**config.mk**
```make
export PLATFORM = sky130hd
export DESIGN_NAME = id_stage
export DESIGN_NICKNAME = d
export VERILOG_FILES = /design/src/id_pkg.sv /design/src/rf_read_if.sv /design/src/id_ctrl_if.sv /design/src/id_control.sv /design/src/regfile.sv /design/src/branch_unit.sv /design/src/id_ex_operands.sv /design/src/id_stage.sv
export SDC_FILE = /design/constraint.sdc
export NUM_CORES = 2
export LEC_CHECK = 0
export BUFFER_PORTS_ARGS = -buffer_cell sky130_fd_sc_hd__buf_2
export CAP_MARGIN = 15
export CORE_UTILIZATION = 50
export DETAILED_ROUTE_END_ITERATION = 10
export HOLD_SLACK_MARGIN = 0.03
export PLACE_DENSITY = 0.7
export SETUP_SLACK_MARGIN = 0.1
export SLEW_MARGIN = 15
export SYNTH_ARGS = -nofsm -noshare
export SYNTH_HDL_FRONTEND = slang
export SYNTH_HIERARCHICAL = 1
export SYNTH_SLANG_ARGS = --single-unit
```
**constraint.sdc**
```tcl
create_clock -name i_clk -period 3.05 [get_ports i_clk]
set_input_delay 0.61 -clock i_clk [delete_from_list [all_inputs] [get_ports i_clk]]
set_output_delay 0.61 -clock i_clk [all_outputs]
set_load 0.01 [all_outputs]
```
**src/id_pkg.sv**
```systemverilog
package id_pkg;

   ////////////////////
   // Widths
   ////////////////////
   localparam int REG_W      = 32;
   localparam int REG_ADDR_W = 5;
   localparam int REG_COUNT  = 32;
   localparam int RA_ADDR    = 31;
   localparam int OPCODE_W   = 6;
   localparam int FUNCT_W    = 6;
   localparam int IMM_W      = 16;
   localparam int SHAMT_W    = 5;
   localparam int JTARGET_W  = 26;
   localparam int ALUOP_W    = 4;
   localparam int DSIZE_W    = 2;

   // EX   {alu code, imm select, unsigned, use shamt}
   // MEM  {read en, write en, unsigned, data size}
   // WB   {dest reg, reg write en, mem/alu select, data/pc select}
   localparam int EX_W  = ALUOP_W + 3;
   localparam int MEM_W = DSIZE_W + 3;
   localparam int WB_W  = REG_ADDR_W + 3;

   ////////////////////
   // Opcodes
   ////////////////////
   localparam logic [OPCODE_W-1:0] OP_R    = 6'b000000;
   localparam logic [OPCODE_W-1:0] OP_LB   = 6'b100000;
   localparam logic [OPCODE_W-1:0] OP_LH   = 6'b100001;
   localparam logic [OPCODE_W-1:0] OP_LW   = 6'b100011;
   localparam logic [OPCODE_W-1:0] OP_LBU  = 6'b100100;
   localparam logic [OPCODE_W-1:0] OP_LHU  = 6'b100101;
   localparam logic [OPCODE_W-1:0] OP_SB   = 6'b101000;
   localparam logic [OPCODE_W-1:0] OP_SH   = 6'b101001;
   localparam logic [OPCODE_W-1:0] OP_SW   = 6'b101011;
   localparam logic [OPCODE_W-1:0] OP_ADDI = 6'b001001;
   localparam logic [OPCODE_W-1:0] OP_ANDI = 6'b001100;
   localparam logic [OPCODE_W-1:0] OP_ORI  = 6'b001101;
   localparam logic [OPCODE_W-1:0] OP_XORI = 6'b001110;
   localparam logic [OPCODE_W-1:0] OP_LUI  = 6'b001111;
   localparam logic [OPCODE_W-1:0] OP_SLTI = 6'b001010;
   localparam logic [OPCODE_W-1:0] OP_BEQ  = 6'b000100;
   localparam logic [OPCODE_W-1:0] OP_BNE  = 6'b000101;
   localparam logic [OPCODE_W-1:0] OP_J    = 6'b000010;
   localparam logic [OPCODE_W-1:0] OP_JAL  = 6'b000011;

   // R-type function field
   localparam logic [FUNCT_W-1:0] FN_SLL  = 6'b000000;
   localparam logic [FUNCT_W-1:0] FN_SRL  = 6'b000010;
   localparam logic [FUNCT_W-1:0] FN_SRA  = 6'b000011;
   localparam logic [FUNCT_W-1:0] FN_SLLV = 6'b000100;
   localparam logic [FUNCT_W-1:0] FN_SRLV = 6'b000110;
   localparam logic [FUNCT_W-1:0] FN_SRAV = 6'b000111;
   localparam logic [FUNCT_W-1:0] FN_JR   = 6'b001000;
   localparam logic [FUNCT_W-1:0] FN_JALR = 6'b001001;
   localparam logic [FUNCT_W-1:0] FN_ADDU = 6'b100001;
   localparam logic [FUNCT_W-1:0] FN_SUBU = 6'b100011;
   localparam logic [FUNCT_W-1:0] FN_AND  = 6'b100100;
   localparam logic [FUNCT_W-1:0] FN_OR   = 6'b100101;
   localparam logic [FUNCT_W-1:0] FN_XOR  = 6'b100110;
   localparam logic [FUNCT_W-1:0] FN_NOR  = 6'b100111;
   localparam logic [FUNCT_W-1:0] FN_SLT  = 6'b101010;

   ////////////////////
   // ALU codes
   ////////////////////
   localparam logic [ALUOP_W-1:0] ALU_ADD = 4'b0000;
   localparam logic [ALUOP_W-1:0] ALU_SUB = 4'b0001;
   localparam logic [ALUOP_W-1:0] ALU_AND = 4'b0010;
   localparam logic [ALUOP_W-1:0] ALU_OR  = 4'b0011;
   localparam logic [ALUOP_W-1:0] ALU_XOR = 4'b0100;
   localparam logic [ALUOP_W-1:0] ALU_NOR = 4'b0101;
   localparam logic [ALUOP_W-1:0] ALU_SRL = 4'b0110;
   localparam logic [ALUOP_W-1:0] ALU_SLL = 4'b0111;
   localparam logic [ALUOP_W-1:0] ALU_SRA = 4'b1000;
   localparam logic [ALUOP_W-1:0] ALU_SLT = 4'b1010;
   localparam logic [ALUOP_W-1:0] ALU_LUI = 4'b1011;

   // Memory access size
   localparam logic [DSIZE_W-1:0] DSIZE_BYTE = 2'b00;
   localparam logic [DSIZE_W-1:0] DSIZE_HALF = 2'b01;
   localparam logic [DSIZE_W-1:0] DSIZE_WORD = 2'b10;

   ////////////////////
   // Instruction word
   ////////////////////
   typedef struct packed {
      logic [OPCODE_W-1:0]   opcode;
      logic [REG_ADDR_W-1:0] rs;
      logic [REG_ADDR_W-1:0] rt;
      logic [REG_ADDR_W-1:0] rd;
      logic [SHAMT_W-1:0]    shamt;
      logic [FUNCT_W-1:0]    funct;
   } instr_r_t;

   typedef struct packed {
      logic [OPCODE_W-1:0]   opcode;
      logic [REG_ADDR_W-1:0] rs;
      logic [REG_ADDR_W-1:0] rt;
      logic [IMM_W-1:0]      imm;
   } instr_i_t;

   typedef struct packed {
      logic [OPCODE_W-1:0]  opcode;
      logic [JTARGET_W-1:0] target;
   } instr_j_t;

   typedef union packed {
      instr_r_t r;
      instr_i_t i;
      instr_j_t j;
   } instr_u;

endpackage

```
**src/rf_read_if.sv**
```systemverilog
`timescale 1ns/100ps

interface rf_read_if;
   import id_pkg::*;

   logic [REG_ADDR_W-1:0] rs_addr;
   logic [REG_ADDR_W-1:0] rt_addr;
   logic [REG_W-1:0]      rs_data;
   logic [REG_W-1:0]      rt_data;

   modport ctrl (output rs_addr, rt_addr);
   modport rf   (input rs_addr, rt_addr, output rs_data, rt_data);
   modport sink (input rs_data, rt_data);

endinterface

```
**src/id_ctrl_if.sv**
```systemverilog
`timescale 1ns/100ps

interface id_ctrl_if;

   // Flow decisions, valid in the decode cycle
   logic is_branch;
   logic branch_ne;
   logic jump_rs;
   logic jump_inm;

   modport ctrl (output is_branch, branch_ne, jump_rs, jump_inm);
   modport br   (input is_branch, branch_ne, jump_rs, jump_inm);

endinterface

```
**src/id_control.sv**
```systemverilog
`timescale 1ns/100ps

module id_control (
   input  logic                     i_clk,
   input  logic                     i_rst,
   input  id_pkg::instr_u           i_instruction,
   rf_read_if.ctrl                  rd,
   id_ctrl_if.ctrl                  dec,
   output logic [id_pkg::EX_W-1:0]  o_ex_ctrl,
   output logic [id_pkg::MEM_W-1:0] o_mem_ctrl,
   output logic [id_pkg::WB_W-1:0]  o_wb_ctrl,
   output logic                     o_rinst,
   output logic                     o_store
);
   import id_pkg::*;

   logic                  r_type, to_ra, use_imm, use_shamt;
   logic                  is_branch, branch_ne, jump_rs, jump_inm;
   logic                  ex_unsigned, mem_unsigned;
   logic                  rd_en, wr_en;
   logic                  reg_we, mem_alu, data_pc;
   logic [ALUOP_W-1:0]    alu_op;
   logic [DSIZE_W-1:0]    dsize;
   logic [REG_ADDR_W-1:0] dest;

   assign rd.rs_addr = i_instruction.r.rs;
   assign rd.rt_addr = i_instruction.r.rt;

   ////////////////////
   // Decode
   ////////////////////
   always_comb begin
      r_type       = 1'b0;
      to_ra        = 1'b0;
      use_imm      = 1'b0;
      use_shamt    = 1'b0;
      is_branch    = 1'b0;
      branch_ne    = 1'b0;
      jump_rs      = 1'b0;
      jump_inm     = 1'b0;
      ex_unsigned  = 1'b0;
      mem_unsigned = 1'b0;
      rd_en        = 1'b0;
      wr_en        = 1'b0;
      reg_we       = 1'b0;
      mem_alu      = 1'b0;
      data_pc      = 1'b0;
      alu_op       = ALU_ADD;
      dsize        = DSIZE_BYTE;

      case (i_instruction.r.opcode)
         OP_R: begin
            r_type  = 1'b1;
            reg_we  = 1'b1;
            mem_alu = 1'b1;
         end
         OP_LB, OP_LH, OP_LW, OP_LBU, OP_LHU: begin
            use_imm = 1'b1;
            rd_en   = 1'b1;
            reg_we  = 1'b1;
         end
         OP_SB, OP_SH, OP_SW: begin
            use_imm = 1'b1;
            wr_en   = 1'b1;
         end
         OP_ADDI, OP_SLTI, OP_ANDI, OP_ORI, OP_XORI, OP_LUI: begin
            use_imm = 1'b1;
            reg_we  = 1'b1;
            mem_alu = 1'b1;
         end
         OP_BEQ, OP_BNE: begin
            use_imm   = 1'b1;
            is_branch = 1'b1;
            branch_ne = (i_instruction.r.opcode == OP_BNE);
         end
         OP_J: jump_inm = 1'b1;
         OP_JAL: begin
            jump_inm = 1'b1;
            to_ra    = 1'b1;
            reg_we   = 1'b1;
            data_pc  = 1'b1;
         end
         default: ;
      endcase

      // Size and sign of memory accesses
      case (i_instruction.r.opcode)
         OP_LH, OP_LHU, OP_SH: dsize = DSIZE_HALF;
         OP_LW, OP_SW:         dsize = DSIZE_WORD;
         default:              dsize = DSIZE_BYTE;
      endcase
      mem_unsigned = (i_instruction.r.opcode == OP_LBU) || (i_instruction.r.opcode == OP_LHU);

      // Logical immediates are zero extended
      case (i_instruction.r.opcode)
         OP_ANDI: begin alu_op = ALU_AND; ex_unsigned = 1'b1; end
         OP_ORI:  begin alu_op = ALU_OR;  ex_unsigned = 1'b1; end
         OP_XORI: begin alu_op = ALU_XOR; ex_unsigned = 1'b1; end
         OP_LUI:  begin alu_op = ALU_LUI; ex_unsigned = 1'b1; end
         OP_SLTI: alu_op = ALU_SLT;
         default: ;
      endcase

      if (r_type) begin
         case (i_instruction.r.funct)
            FN_SLL:  begin alu_op = ALU_SLL; use_shamt = 1'b1; end
            FN_SRL:  begin alu_op = ALU_SRL; use_shamt = 1'b1; end
            FN_SRA:  begin alu_op = ALU_SRA; use_shamt = 1'b1; end
            FN_SLLV: alu_op = ALU_SLL;
            FN_SRLV: alu_op = ALU_SRL;
            FN_SRAV: alu_op = ALU_SRA;
            FN_ADDU: alu_op = ALU_ADD;
            FN_SUBU: alu_op = ALU_SUB;
            FN_AND:  alu_op = ALU_AND;
            FN_OR:   alu_op = ALU_OR;
            FN_XOR:  alu_op = ALU_XOR;
            FN_NOR:  alu_op = ALU_NOR;
            FN_SLT:  alu_op = ALU_SLT;
            FN_JR:   jump_rs = 1'b1;
            FN_JALR: begin jump_rs = 1'b1; data_pc = 1'b1; end
            default: ;
         endcase
      end
   end

   // Link register for JAL, rt for immediate forms
   assign dest = to_ra   ? REG_ADDR_W'(RA_ADDR) :
                 use_imm ? i_instruction.i.rt   : i_instruction.r.rd;

   assign dec.is_branch = is_branch;
   assign dec.branch_ne = branch_ne;
   assign dec.jump_rs   = jump_rs;
   assign dec.jump_inm  = jump_inm;

   assign o_rinst = r_type;
   assign o_store = wr_en;

   ////////////////////
   // Control frames
   ////////////////////
   always_ff @(posedge i_clk) begin
      if (i_rst) begin
         o_ex_ctrl  <= '0;
         o_mem_ctrl <= '0;
         o_wb_ctrl  <= '0;
      end else begin
         o_ex_ctrl  <= {alu_op, use_imm, ex_unsigned, use_shamt};
         o_mem_ctrl <= {rd_en, wr_en, mem_unsigned, dsize};
         o_wb_ctrl  <= {dest, reg_we && (dest != '0), mem_alu, data_pc};
      end
   end

endmodule

```
**src/regfile.sv**
```systemverilog
`timescale 1ns/100ps

module regfile (
   input  logic                          i_clk,
   input  logic                          i_rst,
   input  logic [id_pkg::REG_ADDR_W-1:0] i_wr_addr,
   input  logic [id_pkg::REG_W-1:0]      i_wr_data,
   input  logic                          i_wr_en,
   rf_read_if.rf                         rd
);
   import id_pkg::*;

   logic [REG_W-1:0] regs [REG_COUNT];

   // Whole file clears on reset
   always_ff @(posedge i_clk) begin
      if (i_rst) begin
         for (int i = 0; i < REG_COUNT; i++) begin
            regs[i] <= '0;
         end
      end else if (i_wr_en) begin
         regs[i_wr_addr] <= i_wr_data;
      end
   end

   // Reads see the old value in the write cycle
   assign rd.rs_data = regs[rd.rs_addr];
   assign rd.rt_data = regs[rd.rt_addr];

endmodule

```
**src/branch_unit.sv**
```systemverilog
`timescale 1ns/100ps

module branch_unit (
   input  logic                     i_clk,
   input  logic                     i_rst,
   rf_read_if.sink                  rd,
   id_ctrl_if.br                    dec,
   output logic [id_pkg::REG_W-1:0] o_jump_rs_addr,
   output logic                     o_nop
);
   import id_pkg::*;

   logic operands_eq;
   logic taken;

   assign operands_eq = (rd.rs_data == rd.rt_data);

   // BNE inverts the compare
   assign taken = dec.is_branch && (dec.branch_ne ^ operands_eq);

   // Flush the fetched slot on any change of flow
   always_ff @(posedge i_clk) begin
      if (i_rst) begin
         o_nop <= 1'b0;
      end else begin
         o_nop <= dec.jump_rs || dec.jump_inm || taken;
      end
   end

   assign o_jump_rs_addr = REG_W'(rd.rs_data);

endmodule

```
**src/id_ex_operands.sv**
```systemverilog
`timescale 1ns/100ps

module id_ex_operands (
   input  logic                       i_clk,
   input  logic                       i_rst,
   input  id_pkg::instr_u             i_instruction,
   input  logic [id_pkg::REG_W-1:0]   i_pc,
   rf_read_if.sink                    rd,
   output logic [id_pkg::REG_W-1:0]   o_a,
   output logic [id_pkg::REG_W-1:0]   o_b,
   output logic [id_pkg::IMM_W-1:0]   o_inm,
   output logic [id_pkg::SHAMT_W-1:0] o_shamt,
   output logic [id_pkg::REG_W-1:0]   o_pc
);
   import id_pkg::*;

   ////////////////////
   // Operands and PC
   ////////////////////
   always_ff @(posedge i_clk) begin
      if (i_rst) begin
         o_a  <= '0;
         o_b  <= '0;
         o_pc <= '0;
      end else begin
         o_a  <= rd.rs_data;
         o_b  <= rd.rt_data;
         o_pc <= i_pc;
      end
   end

   // Instruction fields
   always_ff @(posedge i_clk) begin
      o_inm   <= IMM_W'(i_instruction.i.imm);
      o_shamt <= SHAMT_W'(i_instruction.r.shamt);
   end

endmodule

```
**src/id_stage.sv**
```systemverilog
`timescale 1ns/100ps

module id_stage (
   input  logic                           i_clk,
   input  logic                           i_rst,
   input  logic [id_pkg::REG_W-1:0]       i_instruction,
   input  logic [id_pkg::REG_W-1:0]       i_pc,
   input  logic [id_pkg::REG_ADDR_W-1:0]  i_regfile_addr,
   input  logic [id_pkg::REG_W-1:0]       i_regfile_data,
   input  logic                           i_regfile_we,
   output logic [id_pkg::EX_W-1:0]        o_ex_ctrl,
   output logic [id_pkg::MEM_W-1:0]       o_mem_ctrl,
   output logic [id_pkg::WB_W-1:0]        o_wb_ctrl,
   output logic [id_pkg::REG_W-1:0]       o_pc,
   output logic [id_pkg::REG_W-1:0]       o_a,
   output logic [id_pkg::REG_W-1:0]       o_b,
   output logic [id_pkg::IMM_W-1:0]       o_inm,
   output logic [id_pkg::SHAMT_W-1:0]     o_shamt,
   output logic                           o_nop,
   output logic                           o_branch,
   output logic                           o_jump_rs,
   output logic [id_pkg::REG_W-1:0]       o_jump_rs_addr,
   output logic                           o_jump_inm,
   output logic [id_pkg::JTARGET_W-1:0]   o_jump_inm_addr,
   output logic                           o_rinst,
   output logic                           o_store
);
   import id_pkg::*;

   rf_read_if rf_bus ();
   id_ctrl_if dec_bus ();

   id_control u_control (
      .i_clk         (i_clk),
      .i_rst         (i_rst),
      .i_instruction (i_instruction),
      .rd            (rf_bus.ctrl),
      .dec           (dec_bus.ctrl),
      .o_ex_ctrl     (o_ex_ctrl),
      .o_mem_ctrl    (o_mem_ctrl),
      .o_wb_ctrl     (o_wb_ctrl),
      .o_rinst       (o_rinst),
      .o_store       (o_store)
   );

   regfile u_regfile (
      .i_clk     (i_clk),
      .i_rst     (i_rst),
      .i_wr_addr (i_regfile_addr),
      .i_wr_data (i_regfile_data),
      .i_wr_en   (i_regfile_we),
      .rd        (rf_bus.rf)
   );

   branch_unit u_branch (
      .i_clk          (i_clk),
      .i_rst          (i_rst),
      .rd             (rf_bus.sink),
      .dec            (dec_bus.br),
      .o_jump_rs_addr (o_jump_rs_addr),
      .o_nop          (o_nop)
   );

   id_ex_operands u_operands (
      .i_clk         (i_clk),
      .i_rst         (i_rst),
      .i_instruction (i_instruction),
      .i_pc          (i_pc),
      .rd            (rf_bus.sink),
      .o_a           (o_a),
      .o_b           (o_b),
      .o_inm         (o_inm),
      .o_shamt       (o_shamt),
      .o_pc          (o_pc)
   );

   // Same-cycle flow flags
   assign o_branch        = dec_bus.is_branch;
   assign o_jump_rs       = dec_bus.jump_rs;
   assign o_jump_inm      = dec_bus.jump_inm;
   assign o_jump_inm_addr = i_instruction[JTARGET_W-1:0];

endmodule

```
==> impl_metrics.env <==
export IMPL_status="completed"
export IMPL_rows=128
export IMPL_die_area_um2=124000
export IMPL_internal_power_uw=30400
export IMPL_setup_violations=0
export IMPL_clock_path_buffers=3
export IMPL_grt_ovfl_total=0
export IMPL_r2r_cells=13
export IMPL_cp_start_kind="primary input"
export IMPL_numCtsBuffers=135
export IMPL_hp_class="in2reg"
export IMPL_ir_drop_mv=0.631
export IMPL_r2r_slack_ns=0.12
export IMPL_pwr_share_seq=0.450
export IMPL_clock_latency_ns=0.79
export IMPL_num_io_pins=305
export IMPL_wl_met1_mm=83.2
export IMPL_crit_fanout=6
export IMPL_p_per_area_nw_per_um2=551
export IMPL_min_delay_start="i_pc[3]"
export IMPL_holdPathStages=2
export IMPL_finalWorstSetupSlack_ns=0.0117
export IMPL_reg2reg_from="u_regfile/regs[7][18]"
export IMPL_p_comb_frac=0.152
export IMPL_tightest_slew_ns=0.923
export IMPL_antenna_found_initial=23
export IMPL_ys_types=62
export IMPL_drc=0
export IMPL_dp_slack_ns=-1.11
export IMPL_finalCriticalPeriod_ns=3.04
export IMPL_netlist_instances=5114
export IMPL_yosys_top_cells_area="edfxtp_1 50%, mux2i_1 17%, and2_1 10%"
export IMPL_cp_end_kind="output port"
export IMPL_synth_cell_area_um2=61500
export IMPL_hold_path_end="u_operands/o_pc[3]"
export IMPL_synth_nets=5218
export IMPL_dieWidth_um=353
export IMPL_hold_viol=0
export IMPL_power_switching_share=0.263
export IMPL_grt_pass1_wl_mm=316
export IMPL_tns_ns=0
export IMPL_grt_max_degree=74
export IMPL_yosysMostFrequentCell="and2_1"
export IMPL_layout_drive_gt1_share=0.233
export IMPL_finClkSkew_ns=0.0292
export IMPL_synth_top_area_share=0.500
export IMPL_route_met3_wl_mm=28.0
export IMPL_clock_sinks=1157
export IMPL_drt_iter0_markers=6082
export IMPL_syn_avg_cell_area_um2=12.0
export IMPL_synth_edf_count=1024
export IMPL_detail_route_antenna_nets=0
export IMPL_dpl_hpwl_mm=141
export IMPL_yosys_warnings=6
export IMPL_first_pass_iters=6
export IMPL_rsz0062_at_grt="true"
export IMPL_viasPerCell=6.32
export IMPL_cts_tree="built"
export IMPL_relSlewSlack=0.381
export IMPL_core_area_um2=122000
export IMPL_start_util=0.504
export IMPL_root_buffer="clkbuf_16"
export IMPL_final_nets=5793
export IMPL_r2r_end="u_branch/o_nop"
export IMPL_drv_slew=0
export IMPL_synth_area_leader_cell="edfxtp_1"
export IMPL_vias=46900
export IMPL_numPortBuffers=304
export IMPL_die_h_um=353
export IMPL_wl_met2_mm=102
export IMPL_cp_arrival_ns=2.43
export IMPL_async_flop_share=0
export IMPL_clkSlewWorstSetupHoldPaths_ns=0.06
export IMPL_p_clk_frac=0.397
export IMPL_drv_cap=0
export IMPL_synthFlopType="edfxtp_1"
export IMPL_fin_crit_sh=0.996
export IMPL_ys_top_cells_by_count="1029 x and2_1, 1025 x mux2i_1, 1024 x edfxtp_1"
export IMPL_syn2layout_area_growth_pct=22.0
export IMPL_required_ns=2.44
export IMPL_power_switching_uw=10900
export IMPL_grt_pass1_vias=45600
export IMPL_gp_congestion=0.952
export IMPL_wl_mm=227
export IMPL_htree_num_levels=4
export IMPL_p_leak_uw=0.0307
export IMPL_wl_per_cell_um=30.5
export IMPL_grt_usage=0.353
export IMPL_fmax_ghz=0.329
export IMPL_worstSetupPathType="in2out"
export IMPL_synth_seq_cells=1157
export IMPL_ys_seq_area_frac=0.544
export IMPL_highest_signal_layer="met5"
worst max-delay path by stage:
stage                     slack (ns)  cells past startpoint                  to             startpoint
after detailed placement       -1.11                     14      u_branch/o_nop      i_instruction[22]
after global routing           -0.02                      9  o_jump_rs_addr[26]  u_regfile/regs[2][26]
after global placement         -1.18                     14      u_branch/o_nop      i_instruction[21]
after floorplan                 0.26                     14      u_branch/o_nop      i_instruction[22]
after CTS                     -0.001                      9  o_jump_rs_addr[26]  u_regfile/regs[2][26]
final                           0.01                     12  o_jump_rs_addr[26]      i_instruction[22]
cells by family (layout without fill, tap and decap cells):
kind of cell | Yosys count | after routing | synth area share
AOI/OAI and AO/OA | 614 | 614 | 0.0684
muxes | 1025 | 1025 | 0.167
and+or+nand+nor | 1735 | 1735 | 0.165
other | 0 | 13 | 0
DFF | 1157 | 1157 | 0.544
xor gates and xnor gates | 34 | 34 | 0.00485
buffers and inverters | 549 | 1227 | 0.0513
layout by cell type, fill, tap and decap left out, types with 16 or more instances in the layout:
master / count
nor2b_1: 98
nand3_1: 160
clkinv_2: 16
nor2_4: 28
buf_12: 114
a22o_1: 128
buf_6: 81
clkinv_1: 17
a22oi_1: 183
mux2i_1: 1010
nor3_2: 22
edfxtp_1: 1024
xor2_1: 31
nor2_1: 19
buf_4: 436
and2_1: 1027
nor3_1: 46
dlygate4sd3_1: 39
dfxtp_1: 133
a21oi_1: 191
nand3_2: 23
or2_2: 34
buf_2: 278
buf_16: 21
clkbuf_1: 29
clkbuf_16: 154
a31oi_1: 43
nand2_1: 203
layer usage:
metal	track usage	up-vias
met1	0.448	22900
met5	0	-
met2	0.550	3529
li1	-	19600
met4	0.192	12
met3	0.0922	864
repair_timing:
item / 4_1_cts / 5_1_grt
gates cloned: 9 / 6
setup buffers: 64 / 32
gates resized for setup: 168 / 131
hold buffers: 39 / 0
setup endpoints to repair: 33 / 30
hold endpoints to repair: 39 / 0
pin swaps: 59 / 78
cell type report:
cell class              count  area (um2)
diodes                     13        32.5
clock buffers             187        3950
clock inverters            53         504
fillers                  9445       46900
inverters                   6        22.5
multi-input cells        3408       25900
flip-flops and latches   1157       33400
well taps                1625        2030
repair buffers            981        9080
sequential cells by signal (all words and copies together) (netlist names):
name / cells
u_operands/o_shamt: 4
u_regfile/regs: 1024
u_control/o_wb_ctrl: 8
u_operands/o_inm: 12
u_operands/o_pc: 32
u_operands/o_a: 32
u_branch/o_nop: 1
u_control/o_mem_ctrl: 5
u_control/o_ex_ctrl: 7
u_operands/o_b: 32
critical path, cell delays in order:
cell and delay (ns):
buf_16 0.14, buf_12 0.16, buf_4 0.19, mux2i_1 0.23, a22o_1 0.20, nor3_2 0.05, a31oi_1 0.18, buf_4 0.19
nand3_4 0.07, buf_6 0.13, buf_6 0.13, buf_6 0.12
stage by stage:
step | cell area (um2) | util | total power (uW) | cells | hold WS [ns]
after global routing | 74900 | 0.615 | 42200 | 7418 | 0.0528
after global placement | 67500 | 0.554 | 24200 | 7036 | 0.721
after floorplan | 61500 | - | 21700 | 5114 | 0.638
final | 75000 | 0.615 | 41300 | 7430 | 0.0613
after detailed placement | 67500 | 0.554 | 24300 | 7036 | 0.725
after CTS | 73900 | 0.606 | 40900 | 7383 | 0.0313
power groups by stage:
stage	clock [uW]	combinational [uW]	sequential [uW]
final	16400	6290	18600
after global placement	0	5400	18800
after detailed placement	0	5440	18900
after global routing	17100	6460	18700
after CTS	16500	5860	18600
after floorplan	0	2900	18800
(Power assumes the default switching activity.)
